## src/include/event_printer_defines.svh

```systemverilog
`ifndef EVENT_PRINTER_DEFINES_SVH
`define EVENT_PRINTER_DEFINES_SVH

// Event contents
`define TIME_W        16
`define N_CH          4
`define PEAK_W        12
`define PEAK_DIGITS   4
`define TIME_DIGITS   (`TIME_W / 4)

// Event FIFO
`define FIFO_DEPTH    4
`define FIFO_AW       2

// Serial line
`define DVSR_W        11
`define OVERSAMPLE    16

// Characters of a printed line
`define ASCII_SPACE   8'h20
`define ASCII_NEWLINE 8'h0a
`define ASCII_ZERO    8'h30
`define ASCII_A       8'h41

`endif
```

## src/hdl/event_printer_pkg.sv

```systemverilog
`default_nettype none
`include "event_printer_defines.svh"

package event_printer_pkg;

   typedef logic [`N_CH-1:0][`PEAK_W-1:0] peak_array_t;   // One peak per channel

   typedef enum logic [2:0] {
      IDLE,
      LOAD,
      SEND_TIME,
      CONVERT,
      SEND_VALUE,
      SEND_SEP,
      SEND_NEWLINE
   } fmt_state_t;

   typedef enum logic {
      ACCEPTING,
      DRAINING                                            // Writes dropped until empty
   } gate_state_t;

   typedef enum logic [1:0] {
      TX_IDLE,
      TX_START,
      TX_DATA,
      TX_STOP
   } tx_state_t;

endpackage

`default_nettype wire

```

## src/hdl/event_printer_top.sv

```systemverilog
`default_nettype none
`include "event_printer_defines.svh"

module event_printer_top (
   input  wire                             clk,
   input  wire                             reset,
   input  wire  [`DVSR_W-1:0]              i_dvsr,
   input  wire                             i_daq_pulse,
   input  wire  [`TIME_W-1:0]              i_time,
   input  wire  event_printer_pkg::peak_array_t i_peaks,
   input  wire  [`PEAK_W-1:0]              i_threshold,
   output logic                            o_tx
);
   import event_printer_pkg::*;

   logic               evt_valid;                         // FIFO head to formatter
   logic               evt_ready;
   logic [`TIME_W-1:0] evt_time;
   peak_array_t        evt_peaks;
   logic [`PEAK_W-1:0] evt_threshold;
   logic               byte_valid;                        // Formatter to serial line
   logic               byte_ready;
   logic [7:0]         tx_byte;

   event_capture u_event_capture (
      .clk             (clk),
      .reset           (reset),
      .i_daq_pulse     (i_daq_pulse),
      .i_time          (i_time),
      .i_peaks         (i_peaks),
      .i_threshold     (i_threshold),
      .i_evt_ready     (evt_ready),
      .o_evt_valid     (evt_valid),
      .o_evt_time      (evt_time),
      .o_evt_peaks     (evt_peaks),
      .o_evt_threshold (evt_threshold)
   );

   record_formatter u_record_formatter (
      .clk             (clk),
      .reset           (reset),
      .i_evt_valid     (evt_valid),
      .i_evt_time      (evt_time),
      .i_evt_peaks     (evt_peaks),
      .i_evt_threshold (evt_threshold),
      .o_evt_ready     (evt_ready),
      .i_byte_ready    (byte_ready),
      .o_byte_valid    (byte_valid),
      .o_byte          (tx_byte)
   );

   uart_tx u_uart_tx (
      .clk          (clk),
      .reset        (reset),
      .i_dvsr       (i_dvsr),
      .i_byte_valid (byte_valid),
      .i_byte       (tx_byte),
      .o_byte_ready (byte_ready),
      .o_tx         (o_tx)
   );

endmodule

`default_nettype wire

```

## src/hdl/uart_tx.sv

```systemverilog
`default_nettype none
`include "event_printer_defines.svh"

module uart_tx (
   input  wire                 clk,
   input  wire                 reset,
   input  wire  [`DVSR_W-1:0]  i_dvsr,
   input  wire                 i_byte_valid,
   input  wire  [7:0]          i_byte,
   output logic                o_byte_ready,
   output logic                o_tx
);
   import event_printer_pkg::*;

   localparam int TICK_W = $clog2(`OVERSAMPLE);

   tx_state_t           state;
   logic [`DVSR_W-1:0]  div_cnt;
   logic                tick;
   logic                bit_end;
   logic [TICK_W-1:0]   tick_cnt;
   logic [2:0]          bit_cnt;
   logic [7:0]          shreg;

   assign o_byte_ready = (state == TX_IDLE);
   assign tick         = (state != TX_IDLE) && (div_cnt == i_dvsr);
   assign bit_end      = tick && (tick_cnt == TICK_W'(`OVERSAMPLE - 1));

   // **************************************************
   // Baud tick, restarted with every frame
   // **************************************************
   always_ff @(posedge clk, posedge reset) begin
      if (reset) begin
         div_cnt <= '0;
      end else if (state == TX_IDLE || tick) begin
         div_cnt <= '0;
      end else begin
         div_cnt <= div_cnt + 1'b1;
      end
   end

   always_ff @(posedge clk, posedge reset) begin
      if (reset) begin
         state    <= TX_IDLE;
         tick_cnt <= '0;
         bit_cnt  <= '0;
         o_tx     <= 1'b1;                                // Line idles high
      end else begin
         if (bit_end) begin
            tick_cnt <= '0;
         end else if (tick) begin
            tick_cnt <= tick_cnt + 1'b1;
         end
         case (state)
            TX_IDLE: begin
               if (i_byte_valid) begin
                  o_tx     <= 1'b0;                       // Start bit
                  tick_cnt <= '0;
                  state    <= TX_START;
               end
            end
            TX_START: begin
               if (bit_end) begin
                  o_tx    <= shreg[0];
                  bit_cnt <= '0;
                  state   <= TX_DATA;
               end
            end
            TX_DATA: begin
               if (bit_end) begin
                  if (bit_cnt == 3'd7) begin
                     o_tx  <= 1'b1;                       // Stop bit
                     state <= TX_STOP;
                  end else begin
                     o_tx    <= shreg[1];
                     bit_cnt <= bit_cnt + 1'b1;
                  end
               end
            end
            TX_STOP: begin
               if (bit_end) begin
                  state <= TX_IDLE;
               end
            end
            default: state <= TX_IDLE;
         endcase
      end
   end

   always_ff @(posedge clk) begin
      if (state == TX_IDLE && i_byte_valid) begin
         shreg <= i_byte;
      end else if (state == TX_DATA && bit_end) begin
         shreg <= shreg >> 1;                             // LSB first
      end
   end

endmodule

`default_nettype wire

```

## src/hdl/record_formatter.sv

```systemverilog
`default_nettype none
`include "event_printer_defines.svh"

module record_formatter (
   input  wire                             clk,
   input  wire                             reset,
   input  wire                             i_evt_valid,
   input  wire  [`TIME_W-1:0]              i_evt_time,
   input  wire  event_printer_pkg::peak_array_t i_evt_peaks,
   input  wire  [`PEAK_W-1:0]              i_evt_threshold,
   output logic                            o_evt_ready,
   input  wire                             i_byte_ready,
   output logic                            o_byte_valid,
   output logic [7:0]                      o_byte
);
   import event_printer_pkg::*;

   localparam int IDX_W = $clog2(`N_CH + 1);

   fmt_state_t                state;
   logic [`TIME_W-1:0]        time_sh;
   peak_array_t               peaks_reg;
   logic [`PEAK_W-1:0]        thr_reg;
   logic [IDX_W-1:0]          value_idx;                  // Threshold is index N_CH
   logic [2:0]                digit_cnt;
   logic                      byte_xfer;
   logic                      conv_start;
   logic [`PEAK_W-1:0]        conv_bin;
   logic [4*`PEAK_DIGITS-1:0] conv_bcd;
   logic [4*`PEAK_DIGITS-1:0] bcd_sh;
   logic                      conv_done;
   logic [`PEAK_W-1:0]        next_value;

   function automatic logic [7:0] hex_char(input logic [3:0] nib);
      if (nib < 4'd10) begin
         return `ASCII_ZERO + {4'h0, nib};
      end
      return `ASCII_A + {4'h0, nib} - 8'd10;             // Upper case letters
   endfunction

   assign o_evt_ready = (state == IDLE);                  // Pop only between records
   assign byte_xfer   = o_byte_valid & i_byte_ready;
   assign next_value  = (value_idx < `N_CH) ? peaks_reg[value_idx] : thr_reg;

   bin_to_bcd #(
      .IN_W   (`PEAK_W),
      .DIGITS (`PEAK_DIGITS)
   ) u_bin_to_bcd (
      .clk     (clk),
      .reset   (reset),
      .i_start (conv_start),
      .i_bin   (conv_bin),
      .o_bcd   (conv_bcd),
      .o_done  (conv_done)
   );

   // **************************************************
   // Record sequencing
   // **************************************************
   always_ff @(posedge clk, posedge reset) begin
      if (reset) begin
         state        <= IDLE;
         o_byte_valid <= 1'b0;
         conv_start   <= 1'b0;
         value_idx    <= '0;
         digit_cnt    <= '0;
      end else begin
         conv_start <= 1'b0;
         case (state)
            IDLE: begin
               if (i_evt_valid) begin
                  state <= LOAD;
               end
            end
            LOAD: begin
               o_byte_valid <= 1'b1;                      // First hex digit
               digit_cnt    <= 3'd1;
               value_idx    <= '0;
               state        <= SEND_TIME;
            end
            SEND_TIME: begin
               if (byte_xfer) begin
                  if (digit_cnt < `TIME_DIGITS) begin
                     digit_cnt <= digit_cnt + 1'b1;
                  end else begin
                     state <= SEND_SEP;
                  end
               end
            end
            SEND_SEP: begin
               if (byte_xfer) begin
                  o_byte_valid <= 1'b0;
                  conv_start   <= 1'b1;
                  state        <= CONVERT;
               end
            end
            CONVERT: begin
               if (conv_done) begin
                  o_byte_valid <= 1'b1;
                  digit_cnt    <= 3'd1;
                  state        <= SEND_VALUE;
               end
            end
            SEND_VALUE: begin
               if (byte_xfer) begin
                  if (digit_cnt < `PEAK_DIGITS) begin
                     digit_cnt <= digit_cnt + 1'b1;
                  end else if (value_idx == IDX_W'(`N_CH)) begin
                     state <= SEND_NEWLINE;
                  end else begin
                     value_idx <= value_idx + 1'b1;
                     state     <= SEND_SEP;
                  end
               end
            end
            SEND_NEWLINE: begin
               if (byte_xfer) begin
                  o_byte_valid <= 1'b0;
                  state        <= IDLE;
               end
            end
            default: state <= IDLE;
         endcase
      end
   end

   // **************************************************
   // Event copy and byte contents
   // **************************************************
   always_ff @(posedge clk) begin
      case (state)
         IDLE: begin
            if (i_evt_valid) begin
               time_sh   <= i_evt_time;
               peaks_reg <= i_evt_peaks;
               thr_reg   <= i_evt_threshold;
            end
         end
         LOAD: begin
            o_byte  <= hex_char(time_sh[`TIME_W-1 -: 4]);
            time_sh <= time_sh << 4;
         end
         SEND_TIME: begin
            if (byte_xfer) begin
               if (digit_cnt < `TIME_DIGITS) begin
                  o_byte  <= hex_char(time_sh[`TIME_W-1 -: 4]);
                  time_sh <= time_sh << 4;
               end else begin
                  o_byte <= `ASCII_SPACE;
               end
            end
         end
         SEND_SEP: begin
            if (byte_xfer) begin
               conv_bin <= next_value;
            end
         end
         CONVERT: begin
            if (conv_done) begin
               o_byte <= `ASCII_ZERO + {4'h0, conv_bcd[4*`PEAK_DIGITS-1 -: 4]};
               bcd_sh <= conv_bcd << 4;
            end
         end
         SEND_VALUE: begin
            if (byte_xfer) begin
               if (digit_cnt < `PEAK_DIGITS) begin
                  o_byte <= `ASCII_ZERO + {4'h0, bcd_sh[4*`PEAK_DIGITS-1 -: 4]};
                  bcd_sh <= bcd_sh << 4;
               end else if (value_idx == IDX_W'(`N_CH)) begin
                  o_byte <= `ASCII_NEWLINE;               // Line ends after threshold
               end else begin
                  o_byte <= `ASCII_SPACE;
               end
            end
         end
         default: ;
      endcase
   end

endmodule

`default_nettype wire

```

## src/hdl/bin_to_bcd.sv

```systemverilog
`default_nettype none

module bin_to_bcd #(
   parameter int IN_W   = 12,
   parameter int DIGITS = 4
) (
   input  wire                  clk,
   input  wire                  reset,
   input  wire                  i_start,
   input  wire  [IN_W-1:0]      i_bin,
   output logic [4*DIGITS-1:0]  o_bcd,
   output logic                 o_done
);
   localparam int WORK_W = 4*DIGITS + IN_W;
   localparam int CNT_W  = $clog2(IN_W + 1);

   logic [WORK_W-1:0] work;                               // BCD digits above binary
   logic [WORK_W-1:0] work_step;
   logic [CNT_W-1:0]  steps_left;
   logic              busy;
   logic              last_step;

   // Add three to digits above four, then shift
   always_comb begin
      work_step = work;
      for (int d = 0; d < DIGITS; d++) begin
         if (work_step[IN_W + 4*d +: 4] > 4'd4) begin
            work_step[IN_W + 4*d +: 4] = work_step[IN_W + 4*d +: 4] + 4'd3;
         end
      end
      work_step = work_step << 1;
   end

   assign last_step = busy && !i_start && (steps_left == CNT_W'(1));

   always_ff @(posedge clk, posedge reset) begin
      if (reset) begin
         busy       <= 1'b0;
         steps_left <= '0;
         o_done     <= 1'b0;
      end else begin
         o_done <= last_step;                             // Single cycle pulse
         if (i_start) begin
            busy       <= 1'b1;
            steps_left <= CNT_W'(IN_W);
         end else if (busy) begin
            steps_left <= steps_left - 1'b1;
            if (last_step) begin
               busy <= 1'b0;
            end
         end
      end
   end

   always_ff @(posedge clk) begin
      if (i_start) begin
         work <= {{(4*DIGITS){1'b0}}, i_bin};
      end else if (busy) begin
         work <= work_step;
      end
      if (last_step) begin
         o_bcd <= work_step[WORK_W-1 -: 4*DIGITS];        // Held until next start
      end
   end

endmodule

`default_nettype wire

```

## src/hdl/event_capture.sv

```systemverilog
`default_nettype none
`include "event_printer_defines.svh"

module event_capture (
   input  wire                             clk,
   input  wire                             reset,
   input  wire                             i_daq_pulse,
   input  wire  [`TIME_W-1:0]              i_time,
   input  wire  event_printer_pkg::peak_array_t i_peaks,
   input  wire  [`PEAK_W-1:0]              i_threshold,
   input  wire                             i_evt_ready,
   output logic                            o_evt_valid,
   output logic [`TIME_W-1:0]              o_evt_time,
   output event_printer_pkg::peak_array_t  o_evt_peaks,
   output logic [`PEAK_W-1:0]              o_evt_threshold
);
   import event_printer_pkg::*;

   logic                daq_prev;
   logic                daq_rise;
   gate_state_t         gate_state;
   logic [`FIFO_AW-1:0] wr_ptr;
   logic [`FIFO_AW-1:0] rd_ptr;
   logic [`FIFO_AW:0]   count;
   logic [`FIFO_AW:0]   count_next;
   logic                fifo_full;
   logic                fifo_empty;
   logic                wr_en;
   logic                rd_en;

   logic [`TIME_W-1:0]  time_mem [`FIFO_DEPTH];
   peak_array_t         peak_mem [`FIFO_DEPTH];
   logic [`PEAK_W-1:0]  thr_mem  [`FIFO_DEPTH];

   assign daq_rise   = i_daq_pulse & ~daq_prev;           // Rising edge only
   assign fifo_full  = (count == `FIFO_DEPTH);
   assign fifo_empty = (count == '0);
   assign wr_en      = daq_rise & (gate_state == ACCEPTING) & ~fifo_full;
   assign rd_en      = o_evt_valid & i_evt_ready;

   always_comb begin
      count_next = count;
      if (wr_en && !rd_en) begin
         count_next = count + 1'b1;
      end else if (rd_en && !wr_en) begin
         count_next = count - 1'b1;
      end
   end

   // **************************************************
   // Edge detect, pointers and write gate
   // **************************************************
   always_ff @(posedge clk, posedge reset) begin
      if (reset) begin
         daq_prev   <= 1'b0;
         wr_ptr     <= '0;
         rd_ptr     <= '0;
         count      <= '0;
         gate_state <= DRAINING;                          // Opens once seen empty
      end else begin
         daq_prev <= i_daq_pulse;
         count    <= count_next;
         if (wr_en) begin
            wr_ptr <= wr_ptr + 1'b1;                       // Wraps at depth
         end
         if (rd_en) begin
            rd_ptr <= rd_ptr + 1'b1;
         end
         case (gate_state)
            ACCEPTING: begin
               if (count_next == `FIFO_DEPTH) begin
                  gate_state <= DRAINING;
               end
            end
            DRAINING: begin
               if (fifo_empty) begin
                  gate_state <= ACCEPTING;
               end
            end
            default: gate_state <= DRAINING;
         endcase
      end
   end

   always_ff @(posedge clk) begin
      if (wr_en) begin
         time_mem[wr_ptr] <= i_time;
         peak_mem[wr_ptr] <= i_peaks;
         thr_mem[wr_ptr]  <= i_threshold;
      end
   end

   // Head of the FIFO
   assign o_evt_valid     = ~fifo_empty;
   assign o_evt_time      = time_mem[rd_ptr];
   assign o_evt_peaks     = peak_mem[rd_ptr];
   assign o_evt_threshold = thr_mem[rd_ptr];

endmodule

`default_nettype wire

```

## config.mk

```make
export PLATFORM = sky130hd
export DESIGN_NAME = event_printer_top
export DESIGN_NICKNAME = d
export VERILOG_FILES = /design/src/hdl/event_printer_pkg.sv /design/src/hdl/event_printer_top.sv /design/src/hdl/uart_tx.sv /design/src/hdl/record_formatter.sv /design/src/hdl/bin_to_bcd.sv /design/src/hdl/event_capture.sv
export VERILOG_INCLUDE_DIRS = /design/src /design/src/include
export SDC_FILE = /design/constraint.sdc
export NUM_CORES = 1
export LEC_CHECK = 0
export BUFFER_PORTS_ARGS = -buffer_cell sky130_fd_sc_hd__buf_2
export CAP_MARGIN = 40
export CELL_PAD_IN_SITES_DETAIL_PLACEMENT = 1
export CELL_PAD_IN_SITES_GLOBAL_PLACEMENT = 1
export CORE_MARGIN = 2
export CORE_UTILIZATION = 48
export DETAILED_ROUTE_END_ITERATION = 7
export PLACE_DENSITY_LB_ADDON = 0.1
export SLEW_MARGIN = 20
export SYNTH_ARGS = -nofsm -noshare
export SYNTH_HDL_FRONTEND = slang
export SYNTH_HIERARCHICAL = 1
export SYNTH_SLANG_ARGS = --single-unit
export TNS_END_PERCENT = 30
```

## constraint.sdc

```tcl
create_clock -name clk -period 3.6 [get_ports clk]
set_input_delay 0.72 -clock clk [delete_from_list [all_inputs] [get_ports clk]]
set_output_delay 0.72 -clock clk [all_outputs]
set_load 0.01 [all_outputs]
```

# After elaboration in Yosys (flattened, before gate mapping)
# Memory sizes are Yosys's and may differ from the RTL's. A register that Yosys moved wholly into a read port is not among the register bits.
# Index checks and enable logic that the tools add are counted.
# totals
n_memories	3
ramBits	304
regBits	151
input_bits	90
out_inout_bits	1
elab_cells	230
# classes
n_lt_le_gt_ge	8
bitwise	9
add_sub_neg	19
reduce_logical	40
eq_ne	36
n_mux	89
# memory_table
memory	depth	width	rd	rd_clocked_by_memory_dff	wr	line	rtl
u_event_capture.peak_mem	4	48	1	1	1	event_capture.sv:32	peak_array_t peak_mem [`FIFO_DEPTH];
u_event_capture.time_mem	4	16	1	0	1	event_capture.sv:31	logic [`TIME_W-1:0] time_mem [`FIFO_DEPTH];
u_event_capture.thr_mem	4	12	1	1	1	event_capture.sv:33	logic [`PEAK_W-1:0] thr_mem [`FIFO_DEPTH];
# ops
op	count
$mux 16	6
$mux 8	10
$mux 3	20
$mux 12	4
$pmux 16 s3	1
$mux 4	9
$pmux 16 s2	1
$pmux 8 s4	1
$reduce_and 4->1	7
$ne 2x1->1 const B	13
$bmux 12 s2	1
$add 6x4->7 const A	3
$eq 3x3->1 const B	7
$pmux 3 s7	1
$mux 1	20
$gt 4x3->1 const B	4
$ne 2x2->1 const B	7
$add 3x1->3 const B	4
$add 4x2->4 const B	3
$mux 2	6
$pmux 3 s2	2
$reduce_bool 2->1	6
$reduce_bool 3->1	4
$add 11x1->11 const B	1
35 further kinds	60

# Longest topological paths before layout
# logic_depth
depth_word	11
depth_mapped	8
ltp_nobuf	7

# Cells and area by module
# The synthesis kept the hierarchy.
# by_module_without_submodules
mod	seq_area_each_um2	area_per_inst_um2	cells_per_inst	n_inst
event_capture	9355.2	11632.4	468	1
record_formatter	3488.3	4988.5	301	1
bin_to_bcd	1311.3	2413.6	209	1
uart_tx	767.0	1657.8	154	1

# Least setup slack after synthesis
# No wires, ideal clock.
# synth_timing
kind	in2reg
start	in i_daq_pulse
end	mem u_event_capture/peak_mem[0][0] (netlist name), enable pin
path_stages	4
path_buffers	1
setup_time_ns	0.443
t_arrival_ns	3.218
setup_slack_ns	-0.060
required_time_ns	3.157
cell_sequence	or3b_1 buf_6 a21oi_4 and2_1
# synth_between
elab_chain_cells	5
# synth_lines
item	line	rtl
from (decl)	event_printer_top.sv:8	input wire i_daq_pulse,
$and 1x1->1	event_capture.sv:35	assign daq_rise = i_daq_pulse & ~daq_prev;
$and 1x1->1 (2 in a row)	event_capture.sv:38	assign wr_en = daq_rise & (gate_state == ACCEPTING) & ~fifo_full;
$mux 1	event_capture.sv:86	if (wr_en) begin
$mux 1 (implied by the code)	event_capture.sv:88	peak_mem[wr_ptr] <= i_peaks;
to (decl)	event_capture.sv:32	
# No other way between the ends.

# Final worst setup path
# layout_timing
start	reg u_uart_tx.state[0]
end	reg u_record_formatter.bcd_sh[9], enable pin
# layout_between
elab_chain_cells	4
# layout_lines
item	line	rtl
from (decl)	uart_tx.sv:17	tx_state_t state;
from (signal assigned)	uart_tx.sv:44	state <= TX_IDLE;
from (signal assigned)	uart_tx.sv:59	state <= TX_START;
from (signal assigned)	uart_tx.sv:66	state <= TX_DATA;
$logic_not 2->1	uart_tx.sv:25	assign o_byte_ready = (state == TX_IDLE);
net byte_ready	event_printer_top.sv:22	logic byte_ready;
$and 1x1->1	record_formatter.sv:42	assign byte_xfer = o_byte_valid & i_byte_ready;
$ne 2x1->1 (no line)	-	
$reduce_and 4->1 (no line)	-	
to (signal assigned)	record_formatter.sv:161	bcd_sh <= conv_bcd << 4;
to (signal assigned)	record_formatter.sv:168	bcd_sh <= bcd_sh << 4;
to (decl)	record_formatter.sv:30	logic [4*`PEAK_DIGITS-1:0] bcd_sh;
# The timed path passes the listed nets, and every way through them passes these cells.
# A chain may end at the register's enable or synchronous reset.

==> run_results.csv <==
group,metric,value,unit
cts,clk_pin_slew_worst_paths,60,ps
drt,vias_per_cell,5.579,
timing,fin_worst_skew,18.72,ps
drt,routed_wl,40190,um
placed_design,dp_cells,1744,
drt,routed-via-count,10280,
final_layout,drive_gt1_frac,0.2778,
setup_path,critical_path.slowest_cell,"a22o_1",
cts,h-tree-depth,2,
placed_design,io_buffer_count,90,
setup_path,reg2reg_to,"u_record_formatter/bcd_sh[9]",
floorplan,die_area,0.04479,mm2
cts,cts-buffers-inserted,53,
global_routing,gr-usage-all-layers,0.1854,
cts,cts_tree,"done",
cts,cts_resized,0,
cts,ctsLongestPathBuffers,3,
setup_path,end_kind,"register",
final_layout,reg_top3,"u_event_capture/peak_mem: 192 flops, u_event_capture/time_mem: 64 flops",
setup_path,crit_path_cell_trace,"inv_1 -> ha_1 -> nand2_1 -> nor2_1 -> a22o_1",
setup_path,critPathArrivalTime,2670,ps
global_routing,grt_pass1_wl,63040,um
logic_synthesis,yosysSeqAreaShare,0.7211,
logic_synthesis,syn_nets,1252,
logic_synthesis,synth_seq_cells,510,
timing,finalCritPeriodShare,0.6810,
pwr,total_power,18.02,mW
final_layout,antennaDiodeCount,0,
cts,cts_setup_buffers,0,
timing,rsz0062_at_grt,"no",
drt,drc,0,
drt,drt_iter0_drc,707,
final_layout,seqCellArea,0.01493,mm2
timing,period_needed,2452,ps
logic_synthesis,synth.distinct_cells,83,
floorplan,die_h,211.6,um
logic_synthesis,synth_warnings,6,
global_routing,grt_max_degree,77,
setup_path,required,3810,ps
floorplan,die_width,211.6,um
final_layout,fin_cells,1842,
logic_synthesis,synthFlopType,"edfxtp_1",
pwr,ir_drop,525.1,uV
drt,ant_nets,0,
final_layout,utilization,0.5534,
final_layout,largest_reg_flops,192,
timing,tightest_slew,758.7,ps
worst_hold_path,hp-class,"primary input to asynchronous set/reset pin",
cts,clockRootBuffer,"clkbuf_16",
timing,setup_tns,0,ps
timing,hold_viol,0,
logic_synthesis,ys_async_sr_fraction,0.09216,
placed_design,gp_congestion,0.7460,
logic_synthesis,synthCells,1132,
setup_path,worst-path-max-fanout,12,
final_layout,fin_nets,1374,
logic_synthesis,avgSynthCellArea,18.28,um2
drt,firstDrtPassIters,4,
timing,setup_viol,0,
logic_synthesis,synth_edf_count,447,
cts,clock_latency,580,ps
global_routing,grt_pass1_vias,10940,
pwr,pwr_density_cell,760.9,mW/mm2
final_layout,largest_register,"u_event_capture/peak_mem",
drt,avgRoutedWirePerCell,21.82,um
floorplan,initial_core_util,0.4836,
status,status,"finished, final reports clean",
timing,relSlewSlack,0.4942,
placed_design,dp_hpwl,25290,um
timing,maxSlewViolCount,0,
final_layout,area_delta_synth_final,14.43,%
final_layout,multi_input_area,0.005365,mm2
job,maxCapViolations,0,
setup_path,max_stage_delay,550,ps
setup_path,reg2regPathDepth,5,
global_routing,overflow,0,
final_layout,final_area,0.02368,mm2
final_layout,nFillCells,3857,
floorplan,io_pins,91,
placed_design,placed_area,0.02191,mm2
timing,fmax,407.9,MHz
cts,postCtsHoldBufs,0,
setup_path,startpoint_type,"register",
floorplan,rows,76,
setup_path,worstReg2RegStart,"u_uart_tx/state[0]",
setup_path,reg2reg_slack,1150,ps
logic_synthesis,synth_area,0.02069,mm2
floorplan,core,0.04279,mm2
setup_path,critPathKind,"register to register",
cts,clkSinkCount,510,
pwr,p_leak,8.199,nW
global_routing,antenna_found_initial,1,
==> metal layers <==
| metal | GRT usage | vias to the layer above | routed length, um |
|---|---|---|---|
| met5 | 0 | - | 13 |
| met4 | 0.04250 | 2 | 605 |
| met3 | 0.03783 | 53 | 1398 |
| met2 | 0.3066 | 139 | 20020 |
| met1 | 0.2556 | 5380 | 18140 |
| li1 | - | 4702 | - |
==> cells in the mapped netlist (6+ instances only) <==
cell type	count	share of area
buf_2	19	0.0046
nor2b_1	25	0.0076
ha_1	30	0.018
a21oi_1	26	0.0063
o21ai_0	26	0.0063
dfxtp_1	16	0.015
and2_1	9	0.0027
xnor2_1	20	0.0085
or4_1	8	0.0029
mux2i_1	8	0.0039
mux2_1	14	0.0076
nor3_1	9	0.0022
a22o_1	7	0.0030
edfxtp_1	447	0.65
mux2_2	39	0.021
dfrtp_1	45	0.054
o211ai_1	7	0.0025
xor2_1	16	0.0068
mux4_2	88	0.096
clkbuf_1	14	0.0025
nand3_1	13	0.0031
nor2_1	40	0.0073
nand2_1	51	0.0093
inv_1	31	0.0056
buf_4	8	0.0029
buf_6	8	0.0044
o221ai_1	6	0.0025
==> power breakdown <==
part	switching (mW)	internal (mW)	leakage (nW)
registers	0.591	7.73	4.80
clock network	2.22	3.26	0.855
logic	2.22	2.00	2.55
total	5.02	13.0	8.20
==> layout make-up <==
| class | count | share of cell area |
|---|---|---|
| clock buffers | 55 | 0.05633 |
| clock inverters | 42 | 0.01786 |
| inverters | 33 | 0.005337 |
| multi-input cells | 538 | 0.2266 |
| flip-flops and latches | 510 | 0.6305 |
| well taps | 546 | 0.02885 |
| repair buffers | 118 | 0.03456 |
==> worst max-delay path by stage <==
stage	endpoint	slack (ps)	start
2_1_floorplan	u_event_capture/peak_mem[2][0]	-60	i_daq_pulse
3_3_place_gp	u_event_capture/time_mem[3][11]	840	i_daq_pulse
3_5_place_dp	u_event_capture/time_mem[3][11]	820	i_daq_pulse
4_1_cts	u_event_capture/peak_mem[3][12]	1140	u_event_capture/count[0]
5_1_grt	u_record_formatter/bcd_sh[15]	950	u_record_formatter/state[0]
6_report	u_record_formatter/bcd_sh[9]	1150	u_uart_tx/state[0]
==> critical path, delay by kind of cell, from the launching register on <==
| family | cells | cell delay, ps |
|---|---|---|
| compound gates | 1 | 550 |
| fa+ha+maj | 1 | 420 |
| buf+inv | 1 | 130 |
| flops | 1 | 400 |
| simple gates | 2 | 580 |
==> logic make-up after synthesis <==
family	Yosys count	synth area share
fa+ha+maj	31	0.01862
xor+xnor	36	0.01524
other cells	1	0.0001812
buf+inv	84	0.02086
simple gates	196	0.05122
compound gates	124	0.04354
mux	150	0.1292
flops	510	0.7211
==> layout by cell type, fill, tap and decap left out, drive strengths merged, types with 32 or more instances in the layout <==
cell / instances
edfxtp: 447
inv: 34
mux4: 88
nand2: 53
nor2: 42
clkbuf: 55
dfrtp: 45
buf: 118
mux2: 54
o21ai: 32
==> stage by stage <==
stage	hold slack (ps)	worst slack [ps]
after floorplan	426.1	-60.03
after global placement	436.4	835.7
after detailed placement	440.1	818.2
after CTS	90.90	1141
after global routing	93.95	945.3
final	122.3	1148
Note: power is estimated with default switching activity, not from simulation.
